$ cat src/verilog/qa_pkg.sv
/* QA accelerator package
   Shared widths, host CSR byte addresses, the DSM marker and the FSM state types */

package qa_pkg;

    // Bus addresses and the base registers count 32-bit words, not bytes
    localparam int ADDR_W     = 64;
    localparam int DATA_W     = 32;

    // Host writes carry a word address, so the byte form adds two zero bits
    localparam int CFG_ADDR_W = 12;

    // The word count also fills the low half of DSM word 0
    localparam int COUNT_W    = 16;

    // CSR byte addresses
    // Each one is the host word address followed by two zero bits
    localparam logic [13:0] CSR_AFU_DSM_BASEL         = {12'h680, 2'b00};
    localparam logic [13:0] CSR_AFU_DSM_BASEH         = {12'h681, 2'b00};
    localparam logic [13:0] CSR_AFU_READ_FRAME_BASEL  = {12'h684, 2'b00};
    localparam logic [13:0] CSR_AFU_READ_FRAME_BASEH  = {12'h685, 2'b00};
    localparam logic [13:0] CSR_AFU_WRITE_FRAME_BASEL = {12'h686, 2'b00};
    localparam logic [13:0] CSR_AFU_WRITE_FRAME_BASEH = {12'h687, 2'b00};
    localparam logic [13:0] CSR_AFU_NUM_WORDS         = {12'h688, 2'b00};
    localparam logic [13:0] CSR_AFU_EN                = {12'h689, 2'b00};

    // Upper half of DSM word 0 once a run has completed
    // The host polls for this pattern to know the record is valid
    localparam logic [15:0] DSM_DONE_MARKER = 16'hc0de;

    // Copy engine states
    // IDLE waits for an enable, READ and WRITE each hold one bus cycle,
    // and DONE waits for the enable to drop
    typedef enum logic [1:0] {
        IDLE,
        READ,
        WRITE,
        DONE
    } t_copy_state;

    // DSM writer states
    // PASS lends the bus to the engine, WORD0 and WORD1 write the record,
    // and HOLD keeps done high until the enable drops
    typedef enum logic [1:0] {
        PASS,
        WORD0,
        WORD1,
        HOLD
    } t_dsm_state;

endpackage

$ cat src/verilog/qa_csr.sv
/* QA CSR decoder
   Turns host configuration writes into registered bases, word count and enable */

module qa_csr (
    input  logic                           clk,
    input  logic                           resetb,

    // Host write strobe, one write per cycle with no back-pressure
    input  logic                           cfg_valid,
    input  logic [qa_pkg::CFG_ADDR_W-1:0]  cfg_addr,
    input  logic [qa_pkg::DATA_W-1:0]      cfg_data,

    output logic [qa_pkg::ADDR_W-1:0]      dsm_base,
    output logic                           dsm_base_valid,
    output logic [qa_pkg::ADDR_W-1:0]      read_frame,
    output logic [qa_pkg::ADDR_W-1:0]      write_frame,
    output logic [qa_pkg::COUNT_W-1:0]     num_words,
    output logic                           afu_en
);

    logic [qa_pkg::CFG_ADDR_W+1:0] cfg_byte;

    logic hit_dsm_l;
    logic hit_dsm_h;
    logic hit_rd_l;
    logic hit_rd_h;
    logic hit_wr_l;
    logic hit_wr_h;
    logic hit_num;
    logic hit_en;

    // Addresses in the package are byte addresses
    assign cfg_byte = {cfg_addr, 2'b00};

    // One strobe per register
    // A write that matches none of them falls through and is ignored
    assign hit_dsm_l = cfg_valid && (cfg_byte == qa_pkg::CSR_AFU_DSM_BASEL);
    assign hit_dsm_h = cfg_valid && (cfg_byte == qa_pkg::CSR_AFU_DSM_BASEH);
    assign hit_rd_l  = cfg_valid && (cfg_byte == qa_pkg::CSR_AFU_READ_FRAME_BASEL);
    assign hit_rd_h  = cfg_valid && (cfg_byte == qa_pkg::CSR_AFU_READ_FRAME_BASEH);
    assign hit_wr_l  = cfg_valid && (cfg_byte == qa_pkg::CSR_AFU_WRITE_FRAME_BASEL);
    assign hit_wr_h  = cfg_valid && (cfg_byte == qa_pkg::CSR_AFU_WRITE_FRAME_BASEH);
    assign hit_num   = cfg_valid && (cfg_byte == qa_pkg::CSR_AFU_NUM_WORDS);
    assign hit_en    = cfg_valid && (cfg_byte == qa_pkg::CSR_AFU_EN);

    // DSM base, loaded in two 32-bit halves
    always_ff @(posedge clk) begin
        if (hit_dsm_l) begin
            dsm_base[31:0] <= cfg_data;
        end
        if (hit_dsm_h) begin
            dsm_base[63:32] <= cfg_data;
        end
    end

    // The low half counts as the valid write
    // The host is expected to set the high half first when it is non-zero
    always_ff @(posedge clk) begin
        if (!resetb) begin
            dsm_base_valid <= 1'b0;
        end else if (hit_dsm_l) begin
            dsm_base_valid <= 1'b1;
        end
    end

    // Source frame base
    always_ff @(posedge clk) begin
        if (hit_rd_l) begin
            read_frame[31:0] <= cfg_data;
        end
        if (hit_rd_h) begin
            read_frame[63:32] <= cfg_data;
        end
    end

    // Destination frame base
    always_ff @(posedge clk) begin
        if (hit_wr_l) begin
            write_frame[31:0] <= cfg_data;
        end
        if (hit_wr_h) begin
            write_frame[63:32] <= cfg_data;
        end
    end

    // Number of words to copy, only the low bits are kept
    always_ff @(posedge clk) begin
        if (hit_num) begin
            num_words <= cfg_data[qa_pkg::COUNT_W-1:0];
        end
    end

    // Enable takes bit 0 of the write
    // Writing 0 also re-arms the engine for the next run
    always_ff @(posedge clk) begin
        if (!resetb) begin
            afu_en <= 1'b0;
        end else if (hit_en) begin
            afu_en <= cfg_data[0];
        end
    end

endmodule

$ cat src/verilog/qa_copy_engine.sv
/* QA copy engine
   Moves each word from the read frame to the write frame over Wishbone classic cycles */

module qa_copy_engine (
    input  logic                        clk,
    input  logic                        resetb,

    // Configuration from the CSR decoder
    input  logic                        dsm_base_valid,
    input  logic [qa_pkg::ADDR_W-1:0]   read_frame,
    input  logic [qa_pkg::ADDR_W-1:0]   write_frame,
    input  logic [qa_pkg::COUNT_W-1:0]  num_words,
    input  logic                        afu_en,

    // Bus request toward the DSM writer, which lends the master port
    input  logic                        eng_ack,
    input  logic [qa_pkg::DATA_W-1:0]   wb_dat_r,
    output logic                        eng_cyc,
    output logic                        eng_stb,
    output logic                        eng_we,
    output logic [qa_pkg::ADDR_W-1:0]   eng_adr,
    output logic [qa_pkg::DATA_W-1:0]   eng_dat_w,

    // Completion toward the DSM writer
    output logic                        copy_done,
    output logic [qa_pkg::COUNT_W-1:0]  copy_count,
    output logic [qa_pkg::DATA_W-1:0]   copy_sum,
    output logic                        afu_busy
);

    qa_pkg::t_copy_state state;

    logic                        req;
    logic                        rec_ack_seen;
    logic                        start;
    logic                        last_word;
    logic [qa_pkg::COUNT_W-1:0]  idx;
    logic [qa_pkg::COUNT_W-1:0]  words;
    logic [qa_pkg::DATA_W-1:0]   data_q;
    logic [qa_pkg::ADDR_W-1:0]   word_off;

    // A run needs an enable and a DSM base
    // DONE waits for the enable to drop, which allows only one run per enable
    assign start     = afu_en && dsm_base_valid;
    assign last_word = (idx == words - 1'b1);
    assign word_off  = {{(qa_pkg::ADDR_W - qa_pkg::COUNT_W){1'b0}}, idx};

    // Cycle and strobe always move together in this master
    assign eng_cyc   = req;
    assign eng_stb   = req;
    assign eng_we    = (state == qa_pkg::WRITE);

    // Address and data only change between cycles, so they are stable until ack
    assign eng_adr   = (state == qa_pkg::WRITE) ? write_frame + word_off
                                                : read_frame + word_off;
    assign eng_dat_w = data_q;

    // Control FSM
    // Every READ or WRITE spends one cycle with the request low before raising it,
    // which gives the idle cycle after each ack
    always_ff @(posedge clk) begin
        if (!resetb) begin
            state        <= qa_pkg::IDLE;
            req          <= 1'b0;
            rec_ack_seen <= 1'b0;
            copy_done    <= 1'b0;
            afu_busy     <= 1'b0;
        end else begin
            copy_done <= 1'b0;
            case (state)
                qa_pkg::IDLE: begin
                    if (start) begin
                        afu_busy     <= 1'b1;
                        rec_ack_seen <= 1'b0;
                        // An empty copy goes straight to the record
                        if (num_words == '0) begin
                            state     <= qa_pkg::DONE;
                            copy_done <= 1'b1;
                        end else begin
                            state <= qa_pkg::READ;
                        end
                    end
                end
                qa_pkg::READ: begin
                    if (!req) begin
                        req <= 1'b1;
                    end else if (eng_ack) begin
                        req   <= 1'b0;
                        state <= qa_pkg::WRITE;
                    end
                end
                qa_pkg::WRITE: begin
                    if (!req) begin
                        req <= 1'b1;
                    end else if (eng_ack) begin
                        req <= 1'b0;
                        if (last_word) begin
                            state     <= qa_pkg::DONE;
                            copy_done <= 1'b1;
                        end else begin
                            state <= qa_pkg::READ;
                        end
                    end
                end
                qa_pkg::DONE: begin
                    // The DSM writer keeps returning bus acks and the second one ends the record
                    if (eng_ack) begin
                        rec_ack_seen <= 1'b1;
                        if (rec_ack_seen) begin
                            afu_busy <= 1'b0;
                        end
                    end
                    if (!afu_en) begin
                        state    <= qa_pkg::IDLE;
                        afu_busy <= 1'b0;
                    end
                end
                default: state <= qa_pkg::IDLE;
            endcase
        end
    end

    // Datapath for the word index, the held word, the count and the checksum
    always_ff @(posedge clk) begin
        if (state == qa_pkg::IDLE && start) begin
            idx        <= '0;
            words      <= num_words;
            copy_count <= '0;
            copy_sum   <= '0;
        end
        if (state == qa_pkg::READ && req && eng_ack) begin
            data_q   <= wb_dat_r;
            copy_sum <= copy_sum + wb_dat_r;
        end
        if (state == qa_pkg::WRITE && req && eng_ack) begin
            copy_count <= copy_count + 1'b1;
            if (!last_word) begin
                idx <= idx + 1'b1;
            end
        end
    end

endmodule

$ cat src/verilog/qa_dsm_writer.sv
/* QA DSM record writer
   Lends the bus to the copy engine, then writes the two-word completion record */

module qa_dsm_writer (
    input  logic                        clk,
    input  logic                        resetb,
    input  logic                        afu_en,

    // Engine side of the bus
    input  logic                        eng_cyc,
    input  logic                        eng_stb,
    input  logic                        eng_we,
    input  logic [qa_pkg::ADDR_W-1:0]   eng_adr,
    input  logic [qa_pkg::DATA_W-1:0]   eng_dat_w,
    output logic                        eng_ack,

    // Completion from the engine
    input  logic                        copy_done,
    input  logic [qa_pkg::COUNT_W-1:0]  copy_count,
    input  logic [qa_pkg::DATA_W-1:0]   copy_sum,
    input  logic [qa_pkg::ADDR_W-1:0]   dsm_base,

    // Wishbone master port
    input  logic                        wb_ack,
    output logic                        wb_cyc,
    output logic                        wb_stb,
    output logic                        wb_we,
    output logic [qa_pkg::ADDR_W-1:0]   wb_adr,
    output logic [qa_pkg::DATA_W-1:0]   wb_dat_w,

    output logic                        afu_done
);

    qa_pkg::t_dsm_state state;

    logic                        req;
    logic                        pass;
    logic [qa_pkg::COUNT_W-1:0]  count_q;
    logic [qa_pkg::DATA_W-1:0]   sum_q;

    assign pass = (state == qa_pkg::PASS);

    // Acks go back to the engine in every state, it counts the record acks
    assign eng_ack  = wb_ack;

    // Outgoing bus mux between the engine and the record writes
    assign wb_cyc   = pass ? eng_cyc : req;
    assign wb_stb   = pass ? eng_stb : req;
    assign wb_we    = pass ? eng_we : 1'b1;
    assign wb_adr   = pass ? eng_adr
                    : (state == qa_pkg::WORD1) ? dsm_base + 1'b1 : dsm_base;
    assign wb_dat_w = pass ? eng_dat_w
                    : (state == qa_pkg::WORD1) ? sum_q
                    : {qa_pkg::DSM_DONE_MARKER, count_q};

    // Record FSM
    // WORD0 starts with the request already high, WORD1 waits one idle cycle first
    always_ff @(posedge clk) begin
        if (!resetb) begin
            state    <= qa_pkg::PASS;
            req      <= 1'b0;
            afu_done <= 1'b0;
        end else begin
            case (state)
                qa_pkg::PASS: begin
                    if (copy_done) begin
                        state <= qa_pkg::WORD0;
                        req   <= 1'b1;
                    end
                end
                qa_pkg::WORD0: begin
                    if (wb_ack) begin
                        req   <= 1'b0;
                        state <= qa_pkg::WORD1;
                    end
                end
                qa_pkg::WORD1: begin
                    if (!req) begin
                        req <= 1'b1;
                    end else if (wb_ack) begin
                        req      <= 1'b0;
                        afu_done <= 1'b1;
                        state    <= qa_pkg::HOLD;
                    end
                end
                qa_pkg::HOLD: begin
                    // Done stays up until the host clears the enable
                    if (!afu_en) begin
                        afu_done <= 1'b0;
                        state    <= qa_pkg::PASS;
                    end
                end
                default: state <= qa_pkg::PASS;
            endcase
        end
    end

    // Capture the run results when the engine finishes
    always_ff @(posedge clk) begin
        if (copy_done) begin
            count_q <= copy_count;
            sum_q   <= copy_sum;
        end
    end

endmodule

$ cat src/verilog/qa_top.sv
/* QA accelerator top
   Wires the CSR decoder, copy engine and DSM writer to the host and Wishbone ports */

module qa_top (
    input  logic                           clk,
    input  logic                           resetb,

    // Host configuration writes
    input  logic                           cfg_valid,
    input  logic [qa_pkg::CFG_ADDR_W-1:0]  cfg_addr,
    input  logic [qa_pkg::DATA_W-1:0]      cfg_data,

    // Wishbone classic master
    output logic                           wb_cyc,
    output logic                           wb_stb,
    output logic                           wb_we,
    output logic [qa_pkg::ADDR_W-1:0]      wb_adr,
    output logic [qa_pkg::DATA_W-1:0]      wb_dat_w,
    input  logic [qa_pkg::DATA_W-1:0]      wb_dat_r,
    input  logic                           wb_ack,

    output logic                           afu_busy,
    output logic                           afu_done
);

    // Configuration from the decoder
    logic [qa_pkg::ADDR_W-1:0]   dsm_base;
    logic                        dsm_base_valid;
    logic [qa_pkg::ADDR_W-1:0]   read_frame;
    logic [qa_pkg::ADDR_W-1:0]   write_frame;
    logic [qa_pkg::COUNT_W-1:0]  num_words;
    logic                        afu_en;

    // Engine bus request and completion
    logic                        eng_cyc;
    logic                        eng_stb;
    logic                        eng_we;
    logic [qa_pkg::ADDR_W-1:0]   eng_adr;
    logic [qa_pkg::DATA_W-1:0]   eng_dat_w;
    logic                        eng_ack;
    logic                        copy_done;
    logic [qa_pkg::COUNT_W-1:0]  copy_count;
    logic [qa_pkg::DATA_W-1:0]   copy_sum;

    qa_csr u_csr (
        .clk            (clk),
        .resetb         (resetb),
        .cfg_valid      (cfg_valid),
        .cfg_addr       (cfg_addr),
        .cfg_data       (cfg_data),
        .dsm_base       (dsm_base),
        .dsm_base_valid (dsm_base_valid),
        .read_frame     (read_frame),
        .write_frame    (write_frame),
        .num_words      (num_words),
        .afu_en         (afu_en)
    );

    qa_copy_engine u_engine (
        .clk            (clk),
        .resetb         (resetb),
        .dsm_base_valid (dsm_base_valid),
        .read_frame     (read_frame),
        .write_frame    (write_frame),
        .num_words      (num_words),
        .afu_en         (afu_en),
        .eng_ack        (eng_ack),
        .wb_dat_r       (wb_dat_r),
        .eng_cyc        (eng_cyc),
        .eng_stb        (eng_stb),
        .eng_we         (eng_we),
        .eng_adr        (eng_adr),
        .eng_dat_w      (eng_dat_w),
        .copy_done      (copy_done),
        .copy_count     (copy_count),
        .copy_sum       (copy_sum),
        .afu_busy       (afu_busy)
    );

    // The DSM writer owns the outgoing bus
    qa_dsm_writer u_dsm (
        .clk            (clk),
        .resetb         (resetb),
        .afu_en         (afu_en),
        .eng_cyc        (eng_cyc),
        .eng_stb        (eng_stb),
        .eng_we         (eng_we),
        .eng_adr        (eng_adr),
        .eng_dat_w      (eng_dat_w),
        .eng_ack        (eng_ack),
        .copy_done      (copy_done),
        .copy_count     (copy_count),
        .copy_sum       (copy_sum),
        .dsm_base       (dsm_base),
        .wb_ack         (wb_ack),
        .wb_cyc         (wb_cyc),
        .wb_stb         (wb_stb),
        .wb_we          (wb_we),
        .wb_adr         (wb_adr),
        .wb_dat_w       (wb_dat_w),
        .afu_done       (afu_done)
    );

endmodule

$ cat config.mk
export PLATFORM = sky130hd
export DESIGN_NAME = qa_top
export DESIGN_NICKNAME = d
export VERILOG_FILES = /design/src/verilog/qa_pkg.sv /design/src/verilog/qa_csr.sv /design/src/verilog/qa_copy_engine.sv /design/src/verilog/qa_dsm_writer.sv /design/src/verilog/qa_top.sv
export SDC_FILE = /design/constraint.sdc
export NUM_CORES = 1
export LEC_CHECK = 0
export BUFFER_PORTS_ARGS = -buffer_cell sky130_fd_sc_hd__buf_2
export CELL_PAD_IN_SITES_DETAIL_PLACEMENT = 0
export CELL_PAD_IN_SITES_GLOBAL_PLACEMENT = 1
export CORE_MARGIN = 3
export CORE_UTILIZATION = 44
export DETAILED_ROUTE_END_ITERATION = 12
export PLACE_DENSITY_LB_ADDON = 0.1
export SYNTH_ARGS = -nofsm -noshare
export SYNTH_HDL_FRONTEND = slang
export SYNTH_SLANG_ARGS = --single-unit
$ cat constraint.sdc
create_clock -name clk -period 6.49 [get_ports clk]
set_clock_uncertainty 0.1 [all_clocks]
set_input_delay 1.298 -clock clk [delete_from_list [all_inputs] [get_ports clk]]
set_output_delay 1.298 -clock clk [all_outputs]
set_load 0.02 [all_outputs]
Word-level counts from Yosys, hierarchy flattened

Index checks and enable logic that the tools add are counted.

Bits of input ports: 80
Output and inout port bits: 101
Logic and storage cells: 139
Register bits: 380

Reduce and logical (&&, ||, !) cells: 29
Eq/ne operators: 29
Multiplexer cells: 50
Add/sub/neg operators: 7

Operator list:

| operator                                                                 | count |
|---|---|
| 64-bit two-way mux                                                       | 3 |
| 64-bit by 16-bit adder with 64-bit output                                | 2 |
| 32-bit two-way mux                                                       | 4 |
| 12-bit by 11-bit equality test with 1-bit output (second input constant) | 8 |
| 16-bit two-way mux                                                       | 5 |
| 64-bit by 1-bit adder with 64-bit output (second input constant)         | 1 |
| 16-bit by 1-bit adder with 16-bit output (second input constant)         | 2 |
| 32-bit adder                                                             | 1 |
| 2-bit two-way mux                                                        | 11 |
| 1-bit two-way mux                                                        | 20 |
| 2-bit != test (second input constant)                                    | 9 |
| 16-bit equality test                                                     | 1 |
| 16-bit zero test                                                         | 1 |
| 2-bit case mux with 4 select lines                                       | 2 |
| 16-bit by 1-bit subtractor with 16-bit output (second input constant)    | 1 |
| 1-bit logical AND                                                        | 14 |
| 2-bit equality test (second input constant)                              | 4 |
| 1-bit case mux with 2 select lines                                       | 4 |
| 4-bit AND reduction                                                      | 2 |
| 2-bit nonzero test                                                       | 4 |
| 2-bit by 1-bit != test with 1-bit output (second input constant)         | 3 |
| 3-bit AND reduction                                                      | 2 |
| 6-bit AND reduction                                                      | 1 |
| 5-bit AND reduction                                                      | 1 |
| 7 further kinds                                                          | 9 |

Longest topological paths before layout

Gate-level depths: netlist of the first run.

Depth after elaboration: 6
Depth in mapped cells: 21
Gate-level depth less buffers: 13

Modules after synthesis

From an unflattened synthesis of the first run, not the netlist that was laid out.

Cell total of the unflattened synthesis: 1,834
Area, all modules: 20,586.0 um2

By module, submodules not included:

| module         | area each (um2) | cells an instance | sequential area each (um2) | times used |
|---|---|---|---|---|
| qa_copy_engine | 9,579.2         | 1,031             | 3,323.2                    | 1 |
| qa_csr         | 6,472.5         | 230               | 6,286.0                    | 1 |
| qa_dsm_writer  | 4,534.3         | 573               | 1,521.5                    | 1 |

Worst setup path before layout of the first run

Ideal clock, no wire load.

Kind: reg2out
Start: register u_engine.state[0]
End: output wb_adr[56] (netlist name)
Data required time: 5.092 ns
Path slack: -0.378 ns
Arrival time: 5.470 ns
Cell stages (with the launch flop): 22
Buffers on the path: 9
Cells stage by stage: dfxtp_1 inv_1 ha_1 buf_2 buf_2 buf_2 buf_2 buf_2 buf_1 buf_1 clkbuf_1 mux2_2 ha_1 and3_1 and3_1 nand3_1 o21ai_0 a21o_1 or4b_1 buf_2 or3_1 nand3_1

Word-level cells in the longest chain between the ends: 3

RTL lines:

| what                   | RTL line             | source |
|---|---|---|
| start, declared        | qa_copy_engine.sv:31 | `qa_pkg::t_copy_state state;` |
| start signal, assigned | qa_copy_engine.sv:63 | `state <= qa_pkg::IDLE;` |
| start signal, assigned | qa_copy_engine.sv:77 | `state <= qa_pkg::DONE;` |
| start signal, assigned | qa_copy_engine.sv:80 | `state <= qa_pkg::READ;` |
| 2-bit equality test    | qa_copy_engine.sv:54 | `assign eng_adr = (state == qa_pkg::WRITE) ? write_frame + word_off` |
| 64-bit two-way mux     | qa_copy_engine.sv:54 |  |
| 64-bit two-way mux     | qa_dsm_writer.sv:50  | `assign wb_adr = pass ? eng_adr` |
| end, declared          | qa_top.sv:17         | `output logic [qa_pkg::ADDR_W-1:0] wb_adr,` |

No other way between the ends.

Final worst setup path of the first run

Start: register u_engine.state[0]
End: output wb_adr[39] (netlist name)

The elaborated chain is that of the path after synthesis.

==> results.sh, run 1 <==
export IMPL_status="completed"
export IMPL_synth_fa_ha_area_share_pct=3.88
export IMPL_p_sw_share_pct=29.6
export IMPL_worstPathRequired_ps=5090
export IMPL_synth_compound_area_share_pct=11.3
export IMPL_p_leak_nw=7.89
export IMPL_synth_edf_count=352
export IMPL_clock_sinks=380
export IMPL_core_area_sq_um=44600
export IMPL_synthMuxAreaShare_pct=5.02
export IMPL_synth_top_area_share_pct=52.6
export IMPL_power_density_nw_per_um2=269
export IMPL_synthArstFlopShare_pct=0
export IMPL_synth_top_family_by_area="simple AND/OR/NAND/NOR gates"
export IMPL_seq_area_frac_synth_pct=55.4
export IMPL_tns_ps=0
export IMPL_grt_max_degree=68
export IMPL_cts_tree="built"
export IMPL_vias=14464
export IMPL_switchingPower_mw=1.83
export IMPL_max_cap_violations=0
export IMPL_crit_path_end_kind="output port"
export IMPL_fin_crit_ps=6150
export IMPL_crit_type="flip-flop to output port"
export IMPL_cts_repair_resize_count=0
export IMPL_nNetsFinal=2075
export IMPL_p_int_mw=4.35
export IMPL_finalPower_mw=6.18
export IMPL_combPwrFrac_pct=19.4
export IMPL_synthTopCellsByArea="edfxtp_1 (53%), xnor2_1 (3.8%), ha_1 (3.7%)"
export IMPL_yosysUniqueCellTypes=77
export IMPL_numCtsBuffers=44
export IMPL_synth_top_flop_cell="edfxtp_1"
export IMPL_synth_xor_area_share_pct=6.89
export IMPL_first_global_vias=14101
export IMPL_synth_area_leader_cell="edfxtp_1"
export IMPL_startpoint_type="flip-flop"
export IMPL_peakVddDrop_v=0.000202
export IMPL_ioPinCount=181
export IMPL_htreeDepth=2
export IMPL_hold_viol=0
export IMPL_synth_common_cells="edfxtp_1 (352), nor2_1 (163), nand2_1 (136)"
export IMPL_syn_area_per_cell_sq_um=11.4
export IMPL_routed_wl_um=54200
export IMPL_hold_path_class="flip-flop to flip-flop"
export IMPL_clkLatencyLatePin_ps=580
export IMPL_cp_arrival_ps=4750
export IMPL_yosysWarningCount=0
export IMPL_relSlewSlack_pct=21.7
export IMPL_drtIter0Drc=975
export IMPL_cp_max_fo=19
export IMPL_drt_wirelength_per_cell_um=21.2
export IMPL_setup_viol=0
export IMPL_die_area_sq_um=48200
export IMPL_num_rows=77
export IMPL_clkTransAtPathRegs_ps=60
export IMPL_grt_overflow_total=0
export IMPL_clockBufferDepth=3
export IMPL_cts_root_buf="clkbuf_16"
export IMPL_tightest_slew_ps=1170
export IMPL_rsz0062_at_grt="false"
export IMPL_antenna_found_initial=6
export IMPL_syn_inst=1760
export IMPL_port_buffers=180
export IMPL_die_width_um=220
export IMPL_fmax_mhz=163
export IMPL_p_seq_share_pct=43.2
export IMPL_cts_setup_buffers=0
export IMPL_grt_pass1_wl_um=82200
export IMPL_areaGrowthSynthToFinish_pct=14.5
export IMPL_slew_violations=0
export IMPL_dp_hpwl_um=38500
export IMPL_start_util_pct=45.0
export IMPL_yosys_cell_count_top_type="edfxtp_1"
export IMPL_hold_buffers=0
export IMPL_drcViolationCount=0
export IMPL_gp_congestion=0.867
export IMPL_vias_per_cell=5.65
export IMPL_synthSimpleGateAreaFrac_pct=15.3
export IMPL_grt_usage_pct=22.3
export IMPL_finalCritPeriodShare_pct=94.7
export IMPL_ant_nets=0
export IMPL_drive_above_1_share_pct=16.8
export IMPL_synth_fp_nets=1901
export IMPL_die_height_um=220
export IMPL_syn_area_sq_um=20100
export IMPL_p_clk_share_pct=37.4
export IMPL_ys_ff_latch=380
export IMPL_drtPass1Iterations=5
-- metrics by stage --
| stage | utilization, % | std cells | worst slack, ps | cell area, sq um | hold slack [ps] |
|---|---|---|---|---|---|
| global placement | 48.5 | 2480 | 757 | 21600 | 332 |
| floorplan | - | 1760 | 29.7 | 20100 | 327 |
| finish | 51.5 | 2562 | 341 | 23000 | 351 |
| detailed placement | 48.5 | 2480 | 692 | 21600 | 338 |
| CTS | 51.5 | 2561 | 35.2 | 23000 | 351 |
| global route | 51.5 | 2562 | 43.6 | 23000 | 362 |
-- final timing paths --
kind | from | slack [ps] | end | depth (start not counted)
min | u_csr.num_words[9]$_DFFE_PP_ | 350 | u_engine.words[9]$_DFFE_PP_ | 0
min reg2reg | u_csr.num_words[9]$_DFFE_PP_ | 350 | u_engine.words[9]$_DFFE_PP_ | 0
max reg2reg | u_engine.words[0]$_DFFE_PP_ | 2710 | u_engine.idx[11]$_DFF_P_ | 9
max | u_engine.state[0]$_SDFFE_PN0P_ | 340 | wb_adr[39] | 13
-- kinds of logic (layout without fill, tap and decap cells) --
group           after synthesis  after routing
compound gates              342            342
flops                       380            380
xor+xnor                    158            158
other cells                   0              1
buf+inv                     106            315
simple gates                619            619
fa+ha+maj                    61             61
mux                          94             94
-- power by group through the flow --
stage	logic, mW	clock network [mW]	registers (mW)
6_report	1.20	2.31	2.67
5_1_grt	1.31	2.48	2.67
4_1_cts	1.22	2.37	2.67
3_5_place_dp	1.21	0	2.72
3_3_place_gp	1.22	0	2.72
2_1_floorplan	0.757	0	2.72
-- flip-flops by register name, indices dropped and copies added, names as in the netlist, 2 cells and up --
register	flops
u_csr.write_frame	64
u_engine.eng_dat_w	32
u_dsm.sum_q	32
u_dsm.count_q	16
u_engine.idx	16
u_csr.read_frame	64
u_dsm.state	2
u_csr.dsm_base	64
u_engine.copy_sum	32
u_csr.num_words	16
u_engine.copy_count	16
u_engine.state	2
u_engine.words	16
-- worst max-delay path, cell delays in order (launching register included) --
cell and delay (ps):
dfxtp_1 340, inv_1 130, ha_4 350, mux2_2 410, ha_1 280, a21o_1 180, a21o_1 220, a211oi_1 510
or3_1 280, a2111oi_0 120, a21oi_1 400, nor4_1 100, a211oi_1 550, buf_2 290
-- metal layers --
layer	share of wire [%]	wire length, um	track usage, %
met1	45	24400	30.7
met2	47	25600	36.8
met3	5.6	3040	4.07
met4	2.1	1140	5.69
met5	0.15	84	0
-- cell usage in the layout, fill, tap and decap left out, types with 10 or more instances in the layout --
cell / instances
nand3_1: 77
nor2_1: 161
a21o_1: 30
nand4_1: 40
a211oi_1: 16
nor2b_1: 24
and2_1: 10
nor4_1: 11
buf_2: 180
clkbuf_16: 45
nand2_1: 136
mux2_2: 33
mux2i_1: 56
inv_1: 32
clkbuf_1: 10
a221o_1: 11
or3_1: 19
dfxtp_1: 27
a21oi_1: 99
edfxtp_1: 352
buf_4: 19
and3_1: 42
clkinv_2: 10
and4_1: 10
ha_1: 57
xor2_1: 72
o21ai_0: 65
nor3_1: 35
xnor2_1: 86
-- layout make-up --
class / count / area, sq um
fill: 3989 / 21600
tap: 592 / 741
multi-input combinational: 1274 / 8580
clock inverter: 26 / 173
timing repair buffer: 200 / 1060
sequential: 380 / 11100
clock buffer: 55 / 1160
antenna: 1 / 2.50
inverter: 34 / 128
(Power assumes the default switching activity.)
==> run 2: changes to the inputs <==
Clock period 6.49 ns to 5.1 ns, I/O delays scaled along.
==> results.sh, run 2 (same netlist as run 1, synthesis figures left out) <==
export IMPL_worstPathCellList="inv_2 > ha_4 > buf_4 > mux2_2 > ha_4 > and3_4 > a221o_1 > a21o_1 > a21o_1 > a21o_4 > or4b_4 > buf_6 > o22ai_1 > or3_4 > buf_6"
export IMPL_drtIter0Drc=1040
export IMPL_placed_cells=2501
export IMPL_setup_viol=3
export IMPL_max_cap_violations=0
export IMPL_power_density_nw_per_um2=337
export IMPL_finalCritPeriodShare_pct=100
export IMPL_diodes=0
export IMPL_cp_max_fo=8
export IMPL_cts_root_buf="clkbuf_16"
export IMPL_ioPinCount=181
export IMPL_finalNonFillerCells=2611
export IMPL_nNetsFinal=2125
export IMPL_die_area_sq_um=48200
export IMPL_num_rows=77
export IMPL_clockBufferDepth=3
export IMPL_htreeDepth=2
export IMPL_reg_top3="u_csr.dsm_base (64), u_csr.read_frame (64), u_csr.write_frame (64)"
export IMPL_die_width_um=220
export IMPL_first_global_vias=14673
export IMPL_fin_area_sq_um=24200
export IMPL_grt_pass1_wl_um=85800
export IMPL_hold_path_class="flip-flop to flip-flop"
export IMPL_multi_input_area_sq_um=9160
export IMPL_grt_usage_pct=23.3
export IMPL_crit_path_end_kind="output port"
export IMPL_drive_above_1_share_pct=23.2
export IMPL_p_leak_nw=8.30
export IMPL_drcViolationCount=0
export IMPL_numCtsBuffers=44
export IMPL_rsz0062_at_grt="true"
export IMPL_routed_wl_um=56400
export IMPL_die_height_um=220
export IMPL_dp_hpwl_um=39300
export IMPL_worstPathRequired_ps=3980
export IMPL_areaGrowthSynthToFinish_pct=20.4
export IMPL_peakVddDrop_v=0.000257
export IMPL_register_area_sq_um=11100
export IMPL_relSlewSlack_pct=16.6
export IMPL_critPathSlowestCell="mux2_2"
export IMPL_cp_arrival_ps=3990
export IMPL_cts_tree="built"
export IMPL_placed_cell_area_sq_um=22000
export IMPL_port_buffers=180
export IMPL_grt_max_degree=71
export IMPL_fill_cells=3903
export IMPL_status="complete, but fails checks"
export IMPL_crit_type="flip-flop to output port"
export IMPL_clkLatencyLatePin_ps=570
export IMPL_antenna_found_initial=7
export IMPL_startpoint_type="flip-flop"
export IMPL_vias=14845
export IMPL_final_common_cell="edfxtp_1"
export IMPL_tightest_slew_ps=1250
export IMPL_worst_slack_ps=-8.65
export IMPL_vias_per_cell=5.69
export IMPL_hold_viol=0
export IMPL_core_area_sq_um=44600
export IMPL_clkTransAtPathRegs_ps=60
export IMPL_start_util_pct=45.0
export IMPL_slew_violations=0
export IMPL_final_cell_mix="edfxtp_1 (352), buf_2 (168), nor2_1 (160)"
export IMPL_drtPass1Iterations=5
export IMPL_tns_ps=-18.8
export IMPL_ant_nets=0
export IMPL_cp_slowest_stage_delay_ps=380
export IMPL_fin_crit_ps=5110
export IMPL_fmax_mhz=196
export IMPL_clock_sinks=380
export IMPL_gp_congestion=0.877
export IMPL_drt_wirelength_per_cell_um=21.6
export IMPL_grt_overflow_total=0
export IMPL_violations="negative setup slack"
==> run 2: report_power, final <==
| part | switching (mW) | internal [mW] | total [mW] |
|---|---|---|---|
| Sequential | 0.00559 | 3.39 | 3.40 |
| Clock | 1.29 | 1.83 | 3.13 |
| Combinational | 1.10 | 0.536 | 1.63 |
| Total | 2.40 | 5.76 | 8.15 |
==> run 2: stage by stage <==
step	worst slack (ps)	hold slack (ps)	power (mW)	util, %
2_1_floorplan	-87.5	327	4.48	-
3_3_place_gp	269	332	5.06	49.3
3_5_place_dp	186	334	5.06	49.3
4_1_cts	-8.86	349	8.21	53.6
5_1_grt	-160	359	8.49	54.2
6_report	-8.65	350	8.15	54.2
==> run 2: area by class of cell <==
cell class                      count  area share [%]
Clock buffer                       51            4.79
Clock inverter                     30            1.08
Multi-Input combinational cell   1274            37.9
Inverter                           34           0.528
Sequential cell                   380            46.1
Timing Repair Buffer              250            6.58
Tap cell                          592            3.06
==> run 2: routing by layer <==
metal  vias up  track usage, %  wire [um]
met4        12            6.93       1610
met2       429            38.0      26300
met5         -               0         75
met1      7217            31.8      25100
li1       7085               -          -
met3       102            4.54       3340
==> run 2: final timing paths <==
kind,to,slack (ps),start,depth (start not counted)
worst max-delay path,wb_adr[54],-9,u_engine.state[0]$_SDFFE_PN0P_,15
worst min-delay path,u_engine.words[1]$_DFFE_PP_,350,u_csr.num_words[1]$_DFFE_PP_,0
worst max register to register,u_engine.idx[0]$_DFF_P_,1170,u_engine.words[0]$_DFFE_PP_,9
worst min register to register,u_engine.words[1]$_DFFE_PP_,350,u_csr.num_words[1]$_DFFE_PP_,0
==> run 2: repair_timing <==
item / in CTS / in global routing
hold buffers: 0 / 0
gates cloned: 2 / 0
setup endpoints to repair: 54 / 35
pin swaps: 18 / 20
buffers inserted: 19 / 9
resized for setup: 56 / 49
==> run 2: worst max-delay path: cells and delay by family, from the launching register on <==
family | cells | cell delay, ps
AOI/OAI and AO/OA | 5 | 1000
adders and majority gates | 2 | 370
buffers and inverters | 4 | 490
DFF | 1 | 320
muxes | 1 | 380
and+or+nand+nor | 3 | 840
